<file path="src/common/rename_pkg.sv">
`default_nettype none

package rename_pkg;

	// Register file sizing
	localparam int num_arch_reg = 32;
	localparam int num_phys_reg = 64;
	localparam int fl_size      = num_phys_reg - num_arch_reg; // Regs not holding arch state

	typedef logic [$clog2(num_arch_reg)-1:0] arch_reg_t;  // 5 bits
	typedef logic [$clog2(num_phys_reg)-1:0] phys_reg_t;  // 6 bits
	typedef logic [$clog2(fl_size+1)-1:0]    fl_count_t;  // 0 to fl_size

	// Decoded instruction entering rename
	typedef struct packed {
		logic      valid;
		logic      has_dest;
		logic      is_branch;
		arch_reg_t rs1;
		arch_reg_t rs2;
		arch_reg_t rd;
	} rename_in_t;

	// Renamed instruction out of the pipeline register
	typedef struct packed {
		logic      valid;
		logic      has_dest;
		phys_reg_t prs1;
		phys_reg_t prs2;
		phys_reg_t prd;      // T_new, zero without dest
		phys_reg_t prd_old;  // T_old, zero without dest
	} rename_out_t;

	// One in-flight instruction waiting for retirement
	typedef struct packed {
		logic      has_dest;
		arch_reg_t rd;
		phys_reg_t prd;      // T_new
		phys_reg_t prd_old;  // T_old, freed at retire
	} retire_entry_t;

endpackage

`default_nettype wire
</file>
<file path="src/rename_top.sv">
`timescale 1ns/1ps
`default_nettype none

module rename_top #(
	parameter int rq_depth = 16
) (
	input  logic                    clock,
	input  logic                    reset,
	input  rename_pkg::rename_in_t  dispatch,
	input  logic                    retire,
	input  logic                    retire_mispredict,
	output logic                    stall,
	output rename_pkg::rename_out_t renamed,
	output rename_pkg::fl_count_t   num_free,
	output logic                    rq_empty
);

	import rename_pkg::*;

	arch_reg_t     map_rs1, map_rs2, map_rd;
	phys_reg_t     prs1, prs2, prd_cur;
	phys_reg_t     head_reg, map_prd;
	logic          fl_empty, alloc, map_we;
	logic          rq_full, rq_push_valid;
	retire_entry_t rq_push;
	retire_entry_t commit;
	logic          commit_valid, recover;

	rename_stage u_rename_stage (
		.clock, .reset, .dispatch,
		.prs1, .prs2, .prd_cur, .head_reg,
		.fl_empty, .rq_full, .recover,
		.map_rs1, .map_rs2, .map_rd,
		.alloc, .map_we, .map_prd,
		.rq_push_valid, .rq_push, .stall, .renamed
	);

	// rd drives both the T_old lookup and the write address
	map_table u_map_table (
		.clock, .reset,
		.rs1(map_rs1), .rs2(map_rs2), .rd(map_rd),
		.prs1, .prs2, .prd_cur,
		.map_we, .map_rd, .map_prd,
		.commit, .commit_valid, .recover
	);

	free_list u_free_list (
		.clock, .reset, .alloc, .commit, .commit_valid, .recover,
		.head_reg, .empty(fl_empty), .num_free
	);

	retire_queue #(.rq_depth(rq_depth)) u_retire_queue (
		.clock, .reset,
		.push_valid(rq_push_valid), .push(rq_push),
		.retire, .retire_mispredict,
		.commit, .commit_valid, .recover,
		.full(rq_full), .empty(rq_empty)
	);

endmodule

`default_nettype wire

</file>
<file path="src/rename/rename_stage.sv">
`timescale 1ns/1ps
`default_nettype none

module rename_stage (
	input  logic                      clock,
	input  logic                      reset,
	input  rename_pkg::rename_in_t    dispatch,
	input  rename_pkg::phys_reg_t     prs1,      // From map lookup
	input  rename_pkg::phys_reg_t     prs2,
	input  rename_pkg::phys_reg_t     prd_cur,
	input  rename_pkg::phys_reg_t     head_reg,  // Next free physical reg
	input  logic                      fl_empty,
	input  logic                      rq_full,
	input  logic                      recover,
	output rename_pkg::arch_reg_t     map_rs1,
	output rename_pkg::arch_reg_t     map_rs2,
	output rename_pkg::arch_reg_t     map_rd,
	output logic                      alloc,
	output logic                      map_we,
	output rename_pkg::phys_reg_t     map_prd,
	output logic                      rq_push_valid,
	output rename_pkg::retire_entry_t rq_push,
	output logic                      stall,
	output rename_pkg::rename_out_t   renamed
);

	import rename_pkg::*;

	logic        fire;        // Instruction actually renamed this cycle
	phys_reg_t   new_prd;
	phys_reg_t   old_prd;

	// Structural hazards, no-dest instructions skip the free-list check
	assign stall = dispatch.valid &&
		((dispatch.has_dest && fl_empty) || rq_full);

	// Recovery drops a same-cycle dispatch
	assign fire = dispatch.valid && !stall && !recover;

	assign map_rs1 = dispatch.rs1;
	assign map_rs2 = dispatch.rs2;
	assign map_rd  = dispatch.rd;

	assign new_prd = dispatch.has_dest ? head_reg : '0;
	assign old_prd = dispatch.has_dest ? prd_cur  : '0;

	assign alloc   = fire && dispatch.has_dest;
	assign map_we  = alloc;      // New mapping goes in with the pop
	assign map_prd = head_reg;

	// Every renamed instruction enters the retire queue to keep order
	assign rq_push_valid    = fire;
	assign rq_push.has_dest = dispatch.has_dest;
	assign rq_push.rd       = dispatch.rd;
	assign rq_push.prd      = new_prd;
	assign rq_push.prd_old  = old_prd;

	// Pipeline register
	always_ff @(posedge clock) begin
		if (reset) begin
			renamed.valid <= 1'b0;
		end else begin
			renamed.valid <= fire; // Squashed by recover through fire
			if (fire) begin
				renamed.has_dest <= dispatch.has_dest;
				renamed.prs1     <= prs1;
				renamed.prs2     <= prs2;
				renamed.prd      <= new_prd;
				renamed.prd_old  <= old_prd;
			end
		end
	end

endmodule

`default_nettype wire

</file>
<file path="src/rename/map_table.sv">
`timescale 1ns/1ps
`default_nettype none

module map_table (
	input  logic                      clock,
	input  logic                      reset,
	input  rename_pkg::arch_reg_t     rs1,
	input  rename_pkg::arch_reg_t     rs2,
	input  rename_pkg::arch_reg_t     rd,
	output rename_pkg::phys_reg_t     prs1,
	output rename_pkg::phys_reg_t     prs2,
	output rename_pkg::phys_reg_t     prd_cur,   // Current mapping of rd, becomes T_old
	input  logic                      map_we,
	input  rename_pkg::arch_reg_t     map_rd,
	input  rename_pkg::phys_reg_t     map_prd,
	input  rename_pkg::retire_entry_t commit,
	input  logic                      commit_valid,
	input  logic                      recover
);

	import rename_pkg::*;

	phys_reg_t spec_map [num_arch_reg]; // Rename view
	phys_reg_t ret_map  [num_arch_reg]; // Architectural view at retirement

	logic      commit_we;

	assign commit_we = commit_valid && commit.has_dest;

	// Lookups are combinational
	assign prs1    = spec_map[rs1];
	assign prs2    = spec_map[rs2];
	assign prd_cur = spec_map[rd];

	// Speculative map
	always_ff @(posedge clock) begin
		if (reset) begin
			for (int i = 0; i < num_arch_reg; i++)
				spec_map[i] <= phys_reg_t'(i); // Identity mapping
		end else if (recover) begin
			// Back to the retired state, this cycle's commit included
			for (int i = 0; i < num_arch_reg; i++)
				spec_map[i] <= ret_map[i];
			if (commit_we)
				spec_map[commit.rd] <= commit.prd;
		end else if (map_we) begin
			spec_map[map_rd] <= map_prd;
		end
	end

	// Retirement map
	always_ff @(posedge clock) begin
		if (reset) begin
			for (int i = 0; i < num_arch_reg; i++)
				ret_map[i] <= phys_reg_t'(i);
		end else if (commit_we) begin
			ret_map[commit.rd] <= commit.prd;
		end
	end

	// T_old recorded at rename must be what retirement held for rd
	a_told_match: assert property (@(posedge clock) disable iff (reset)
		commit_we |-> commit.prd_old == ret_map[commit.rd])
		else $error("map_table: prd_old %0h differs from retired map %0h for rd %0h",
			commit.prd_old, ret_map[commit.rd], commit.rd);

endmodule

`default_nettype wire

</file>
<file path="src/rename/free_list.sv">
`timescale 1ns/1ps
`default_nettype none

module free_list (
	input  logic                      clock,
	input  logic                      reset,
	input  logic                      alloc,        // Pop head for a new dest
	input  rename_pkg::retire_entry_t commit,       // Retiring instruction
	input  logic                      commit_valid,
	input  logic                      recover,      // Mispredicted retire
	output rename_pkg::phys_reg_t     head_reg,
	output logic                      empty,
	output rename_pkg::fl_count_t     num_free
);

	import rename_pkg::*;

	localparam int fl_idx_w = $clog2(fl_size);

	// Live list, circular with head and count
	phys_reg_t             fl_mem [fl_size];
	logic [fl_idx_w-1:0]   head;
	fl_count_t             count;
	logic [fl_idx_w-1:0]   tail_idx;

	// Retirement checkpoint
	// Always full, since each commit pops T_new and pushes T_old
	phys_reg_t             ck_mem [fl_size];
	logic [fl_idx_w-1:0]   ck_head;

	logic                  push;

	assign push     = commit_valid && commit.has_dest;
	assign tail_idx = head + count[fl_idx_w-1:0]; // Wraps, fl_size is a power of two
	assign head_reg = fl_mem[head];
	assign empty    = (count == '0);
	assign num_free = count;

	// Live list pointers
	always_ff @(posedge clock) begin
		if (reset) begin
			head  <= '0;
			count <= fl_count_t'(fl_size);
		end else if (recover) begin
			head  <= ck_head + (push ? 1'b1 : 1'b0); // Post-commit checkpoint head
			count <= fl_count_t'(fl_size);
		end else begin
			if (alloc)
				head <= head + 1'b1;
			if (push && !alloc)
				count <= count + 1'b1;
			else if (alloc && !push)
				count <= count - 1'b1;
		end
	end

	// Live list storage
	always_ff @(posedge clock) begin
		if (reset) begin
			for (int i = 0; i < fl_size; i++)
				fl_mem[i] <= phys_reg_t'(num_arch_reg + i);
		end else if (recover) begin
			for (int i = 0; i < fl_size; i++)
				fl_mem[i] <= ck_mem[i];
			// Same-cycle commit lands in the restored copy too
			if (push)
				fl_mem[ck_head] <= commit.prd_old;
		end else if (push) begin
			fl_mem[tail_idx] <= commit.prd_old; // T_old to the tail
		end
	end

	// Checkpoint sees retired ops only
	always_ff @(posedge clock) begin
		if (reset) begin
			ck_head <= '0;
			for (int i = 0; i < fl_size; i++)
				ck_mem[i] <= phys_reg_t'(num_arch_reg + i);
		end else if (push) begin
			// Pop T_new and push T_old into the slot it leaves
			ck_mem[ck_head] <= commit.prd_old;
			ck_head         <= ck_head + 1'b1;
		end
	end

	// In-order alloc and retire keep the checkpoint head equal to T_new
	a_ck_order: assert property (@(posedge clock) disable iff (reset)
		push |-> ck_mem[ck_head] == commit.prd)
		else $error("free_list: checkpoint head %0h differs from committed prd %0h",
			ck_mem[ck_head], commit.prd);

	a_no_overflow: assert property (@(posedge clock) disable iff (reset)
		(push && !alloc && !recover) |-> count != fl_count_t'(fl_size))
		else $error("free_list: push while full");

	// Stall logic must keep alloc away from an empty list
	a_no_underflow: assert property (@(posedge clock) disable iff (reset)
		alloc |-> !empty)
		else $error("free_list: alloc while empty");

endmodule

`default_nettype wire

</file>
<file path="src/retire_queue.sv">
`timescale 1ns/1ps
`default_nettype none

module retire_queue #(
	parameter int rq_depth = 16
) (
	input  logic                      clock,
	input  logic                      reset,
	input  logic                      push_valid,
	input  rename_pkg::retire_entry_t push,
	input  logic                      retire,             // One-cycle strobe
	input  logic                      retire_mispredict,  // Sampled with retire
	output rename_pkg::retire_entry_t commit,
	output logic                      commit_valid,
	output logic                      recover,
	output logic                      full,
	output logic                      empty
);

	import rename_pkg::*;

	localparam int idx_w = (rq_depth > 1) ? $clog2(rq_depth) : 1;
	localparam int cnt_w = $clog2(rq_depth + 1);

	retire_entry_t      mem [rq_depth]; // Program-order entries
	logic [idx_w-1:0]   head;
	logic [idx_w-1:0]   tail;
	logic [cnt_w-1:0]   count;
	logic               pop;

	assign full  = (count == cnt_w'(rq_depth));
	assign empty = (count == '0);

	// Retire on an empty queue does nothing
	assign pop          = retire && !empty;
	assign commit       = mem[head];
	assign commit_valid = pop;
	assign recover      = pop && retire_mispredict;

	// Control
	always_ff @(posedge clock) begin
		if (reset || recover) begin
			// Flush on mispredict, younger entries are wrong path
			head  <= '0;
			tail  <= '0;
			count <= '0;
		end else begin
			if (push_valid)
				tail <= (tail == idx_w'(rq_depth - 1)) ? '0 : tail + 1'b1;
			if (pop)
				head <= (head == idx_w'(rq_depth - 1)) ? '0 : head + 1'b1;
			if (push_valid && !pop)
				count <= count + 1'b1;
			else if (pop && !push_valid)
				count <= count - 1'b1;
		end
	end

	// Storage
	always_ff @(posedge clock) begin
		if (push_valid)
			mem[tail] <= push;
	end

	a_retire_empty: assert property (@(posedge clock) disable iff (reset)
		retire |-> !empty)
		else $error("retire_queue: retire strobe with empty queue");

	// Rename must stall on full
	a_push_full: assert property (@(posedge clock) disable iff (reset)
		push_valid |-> (!full || pop))
		else $error("retire_queue: push while full");

endmodule

`default_nettype wire

</file>
<file path="config.mk">
export PLATFORM = sky130hd
export DESIGN_NAME = rename_top
export DESIGN_NICKNAME = d
export VERILOG_FILES = /design/src/common/rename_pkg.sv /design/src/rename_top.sv /design/src/rename/rename_stage.sv /design/src/rename/map_table.sv /design/src/rename/free_list.sv /design/src/retire_queue.sv
export SDC_FILE = /design/constraint.sdc
export NUM_CORES = 2
export LEC_CHECK = 0
export BUFFER_PORTS_ARGS = -buffer_cell sky130_fd_sc_hd__buf_2
export CAP_MARGIN = 20
export CORE_ASPECT_RATIO = 2
export CORE_UTILIZATION = 65
export DETAILED_ROUTE_END_ITERATION = 8
export GPL_ROUTABILITY_DRIVEN = 0
export PLACE_DENSITY_LB_ADDON = 0.1
export SLEW_MARGIN = 20
export SYNTH_ARGS = -nofsm -noshare
export SYNTH_HDL_FRONTEND = slang
export SYNTH_SLANG_ARGS = --single-unit
</file>
<file path="constraint.sdc">
create_clock -name clock -period 7.4 [get_ports clock]
set_input_delay 1.48 -clock clock [delete_from_list [all_inputs] [get_ports clock]]
set_output_delay 1.48 -clock clock [all_outputs]
set_load 0.02 [all_outputs]
</file>
==> impl_metrics.csv <==
group,metric,value,unit
run_status,outcome,"completed",
timing,slew_viol_final,0,
placement,pre_cts_slack,1.916,ns
drt,wl,144.6,mm
power_and_ir_drop,power_density,305.7,nW/um^2
placement,place_hpwl,96.19,mm
floorplan,die_y,403.4,um
clocking,postCtsSetupBuffers,0,
drt,firstDrtPassIters,6,
drt,wl_per_cell,30.59,um
timing,skew,0.02369,ns
grt,grt_pass1_wl,209.7,mm
timing,setup_slack,2.398,ns
placement,io_buffers,54,
timing,post-route-period-util,67.59,%
flow_run,maxCapViolCount,0,
hold_path,holdCritStartpoint,"u_retire_queue.head[3]",
setup_path,r2r_slack,2.44,ns
placement,dp_cells,4553,
grt,grt_pass1_vias,33190,
setup_path,arrival,5.30,ns
grt,grt_overflow,0,
clocking,cts_tree,"done",
timing,timing.fmax,199.9,MHz
cells_and_area,finalNetCount,3662,
power_and_ir_drop,leakagePower,19.72,nW
floorplan,die_w,202.7,um
setup_path,r2r-start,"u_retire_queue.count[0]",
setup_path,criticalPathCategory,"input port to register",
floorplan,start_util,65.90,%
setup_path,r2r_end,"u_map_table.spec_map[2][1]",
floorplan,core_area,79460,um^2
drt,ant_nets,0,
timing,worst_pin_slew,1.112,ns
drt,via_per_inst,6.820,
clocking,clk_path_buf_depth,3,
yosys,synth_edf_count,1081,
yosys,synth_top_area_share,61.99,%
setup_path,endpoint_kind,"register",
yosys,synth.most_common_cell,"edfxtp_1",
yosys,synth_area_leaders,"edfxtp_1, mux4_2, mux2i_1, nand2_1, nor2_1",
floorplan,rows,146,
grt,grt_usage,36.16,%
drt,via_count,32240,
hold_path,holdPathStages,2,
cells_and_area,largest_register,"u_retire_queue.mem",
floorplan,die_area,81770,um^2
yosys,synthTopCellsByCount,"edfxtp_1, nand2_1, nor2_1",
clocking,cts_sinks,1120,
clocking,cts_max_level,3,
power_and_ir_drop,total_power,17.44,mW
timing,rsz0062_at_grt,"false",
floorplan,io_pins,56,
clocking,clock-root-buffer,"clkbuf_16",
timing,hold-worst-slack,0.5458,ns
clocking,insertion_delay,0.70,ns
timing,max-slew-margin-rel,25.84,%
cells_and_area,stdcell_count,4727,
cells_and_area,areaGrowthSynthToFinish,8.924,%
clocking,post_cts_resize_count,0,
cells_and_area,largest_register_ffs,288,
yosys,async_flop_share,0,%
clocking,path_clk_slew,0.07,ns
yosys,syn-cell-area,52370,um^2
yosys,syn_area_per_cell,14.40,um^2
power_and_ir_drop,irDropWorstVdd,0.3171,mV
yosys,syn_inst,3637,
timing,setup_viol,0,
drt,drcViolationCount,0,
grt,grt_max_degree,84,
hold_path,min_path_type,"register to register",
setup_path,rr_worst_depth,7,
setup_path,crit_path_start_kind,"input port",
timing,hold_viol,0,
yosys,ys_seq_elements,1120,
grt,antenna_found_initial,2,
timing,period_needed,5.002,ns
setup_path,critPathRequiredTime,7.70,ns
yosys,synth_area_leader_cell,"edfxtp_1",
timing,tns,0,ns
yosys,yosysSeqAreaShare,63.48,%
clocking,holdBufCountCts,0,
yosys,synth_nets,3687,
yosys,ys_types,68,
clocking,cts-buffers-inserted,93,
yosys,synthFlopType,"edfxtp_1",
yosys,yosys_warnings,0,
cells_and_area,drive_gt1_share,18.70,%
drt,first_iter_violations,3124,
setup_path,critPathMaxFanout,33,
[per-layer routing]
metal	vias to the layer above	GRT usage, %	share of wire (%)	wire (um)
li1	13610	-	-	-
met1	16160	37.10	30	43400
met2	1904	65.53	54	77920
met3	570	5.684	7.6	10950
met4	2	27.34	8.5	12320
met5	-	0	0.012	17
[through the flow]
step                utilization [%]  cell area [um^2]
floorplan                         -             52370
global placement              67.77             53850
detailed placement            67.79             53870
CTS                           71.77             57030
global route                  71.77             57030
finish                        71.78             57040
[power breakdown]
group	internal, mW	switching, mW
clock	2.88	2.28
combinational	1.26	3.15
sequential	7.53	0.339
total	11.7	5.77
[worst max-delay path: stages]
cell,delay (ns)
buf_2,0.54
nor4b_1,0.47
a221oi_1,0.25
and4_1,0.59
buf_4,0.37
and3_1,0.23
a21oi_4,0.77
o21ai_0,0.57
[final cells by class]
class                           instances  area (um^2)
Sequential cell                      1120        33250
Fill cell                            5023        22420
Multi-Input combinational cell       2249        18400
Clock buffer                          109         2450
Tap cell                             1036         1296
Timing Repair Buffer                  129        855.8
Clock inverter                         63        708.2
Inverter                               19        73.82
Antenna cell                            2        5.005
[placed cells by master (no fill, tap or decap), drive strengths merged, types with 6 or more instances in the layout]
master and count:
nand3b 7, nand4 9, nand2b 12, and2 11, o41ai 9, and3 6
nand3 40, nand2 646, nor2 494, mux2i 396, nor3 21, inv 27
a21o 6, ha 25, mux2 12, mux4 299, nor4 6, xor2 17
nor2b 32, o21ai 54, clkbuf 109, a221oi 6, or2 10, edfxtp 1081
o22ai 22, or3 13, clkinv 36, buf 129, xnor2 12, dfxtp 39
bufinv 14, a21oi 29
[worst max path at each step]
| stage | startpoint | endpoint | cells after the start |
|---|---|---|---|
| final | dispatch[16] | u_map_table.spec_map[15][2] | 8 |
| after CTS | u_retire_queue.count[0] | u_map_table.spec_map[6][0] | 7 |
| after detailed placement | dispatch[16] | u_map_table.spec_map[2][0] | 8 |
| after global routing | u_retire_queue.count[0] | u_map_table.spec_map[6][0] | 7 |
| after global placement | dispatch[16] | u_map_table.spec_map[6][2] | 8 |
| after floorplan | dispatch[16] | u_retire_queue.mem[3][0] | 6 |
[cells by family after synthesis]
family                     synth area share [%]
AOI/OAI and AO/OA                         2.301
xor gates and xnor gates                 0.4850
adders and majority gates                0.7120
buffers and inverters                     2.014
DFF                                       63.48
muxes                                     20.69
and+or+nand+nor                           10.32
No activity file was read; power rests on OpenSTA's default activity.
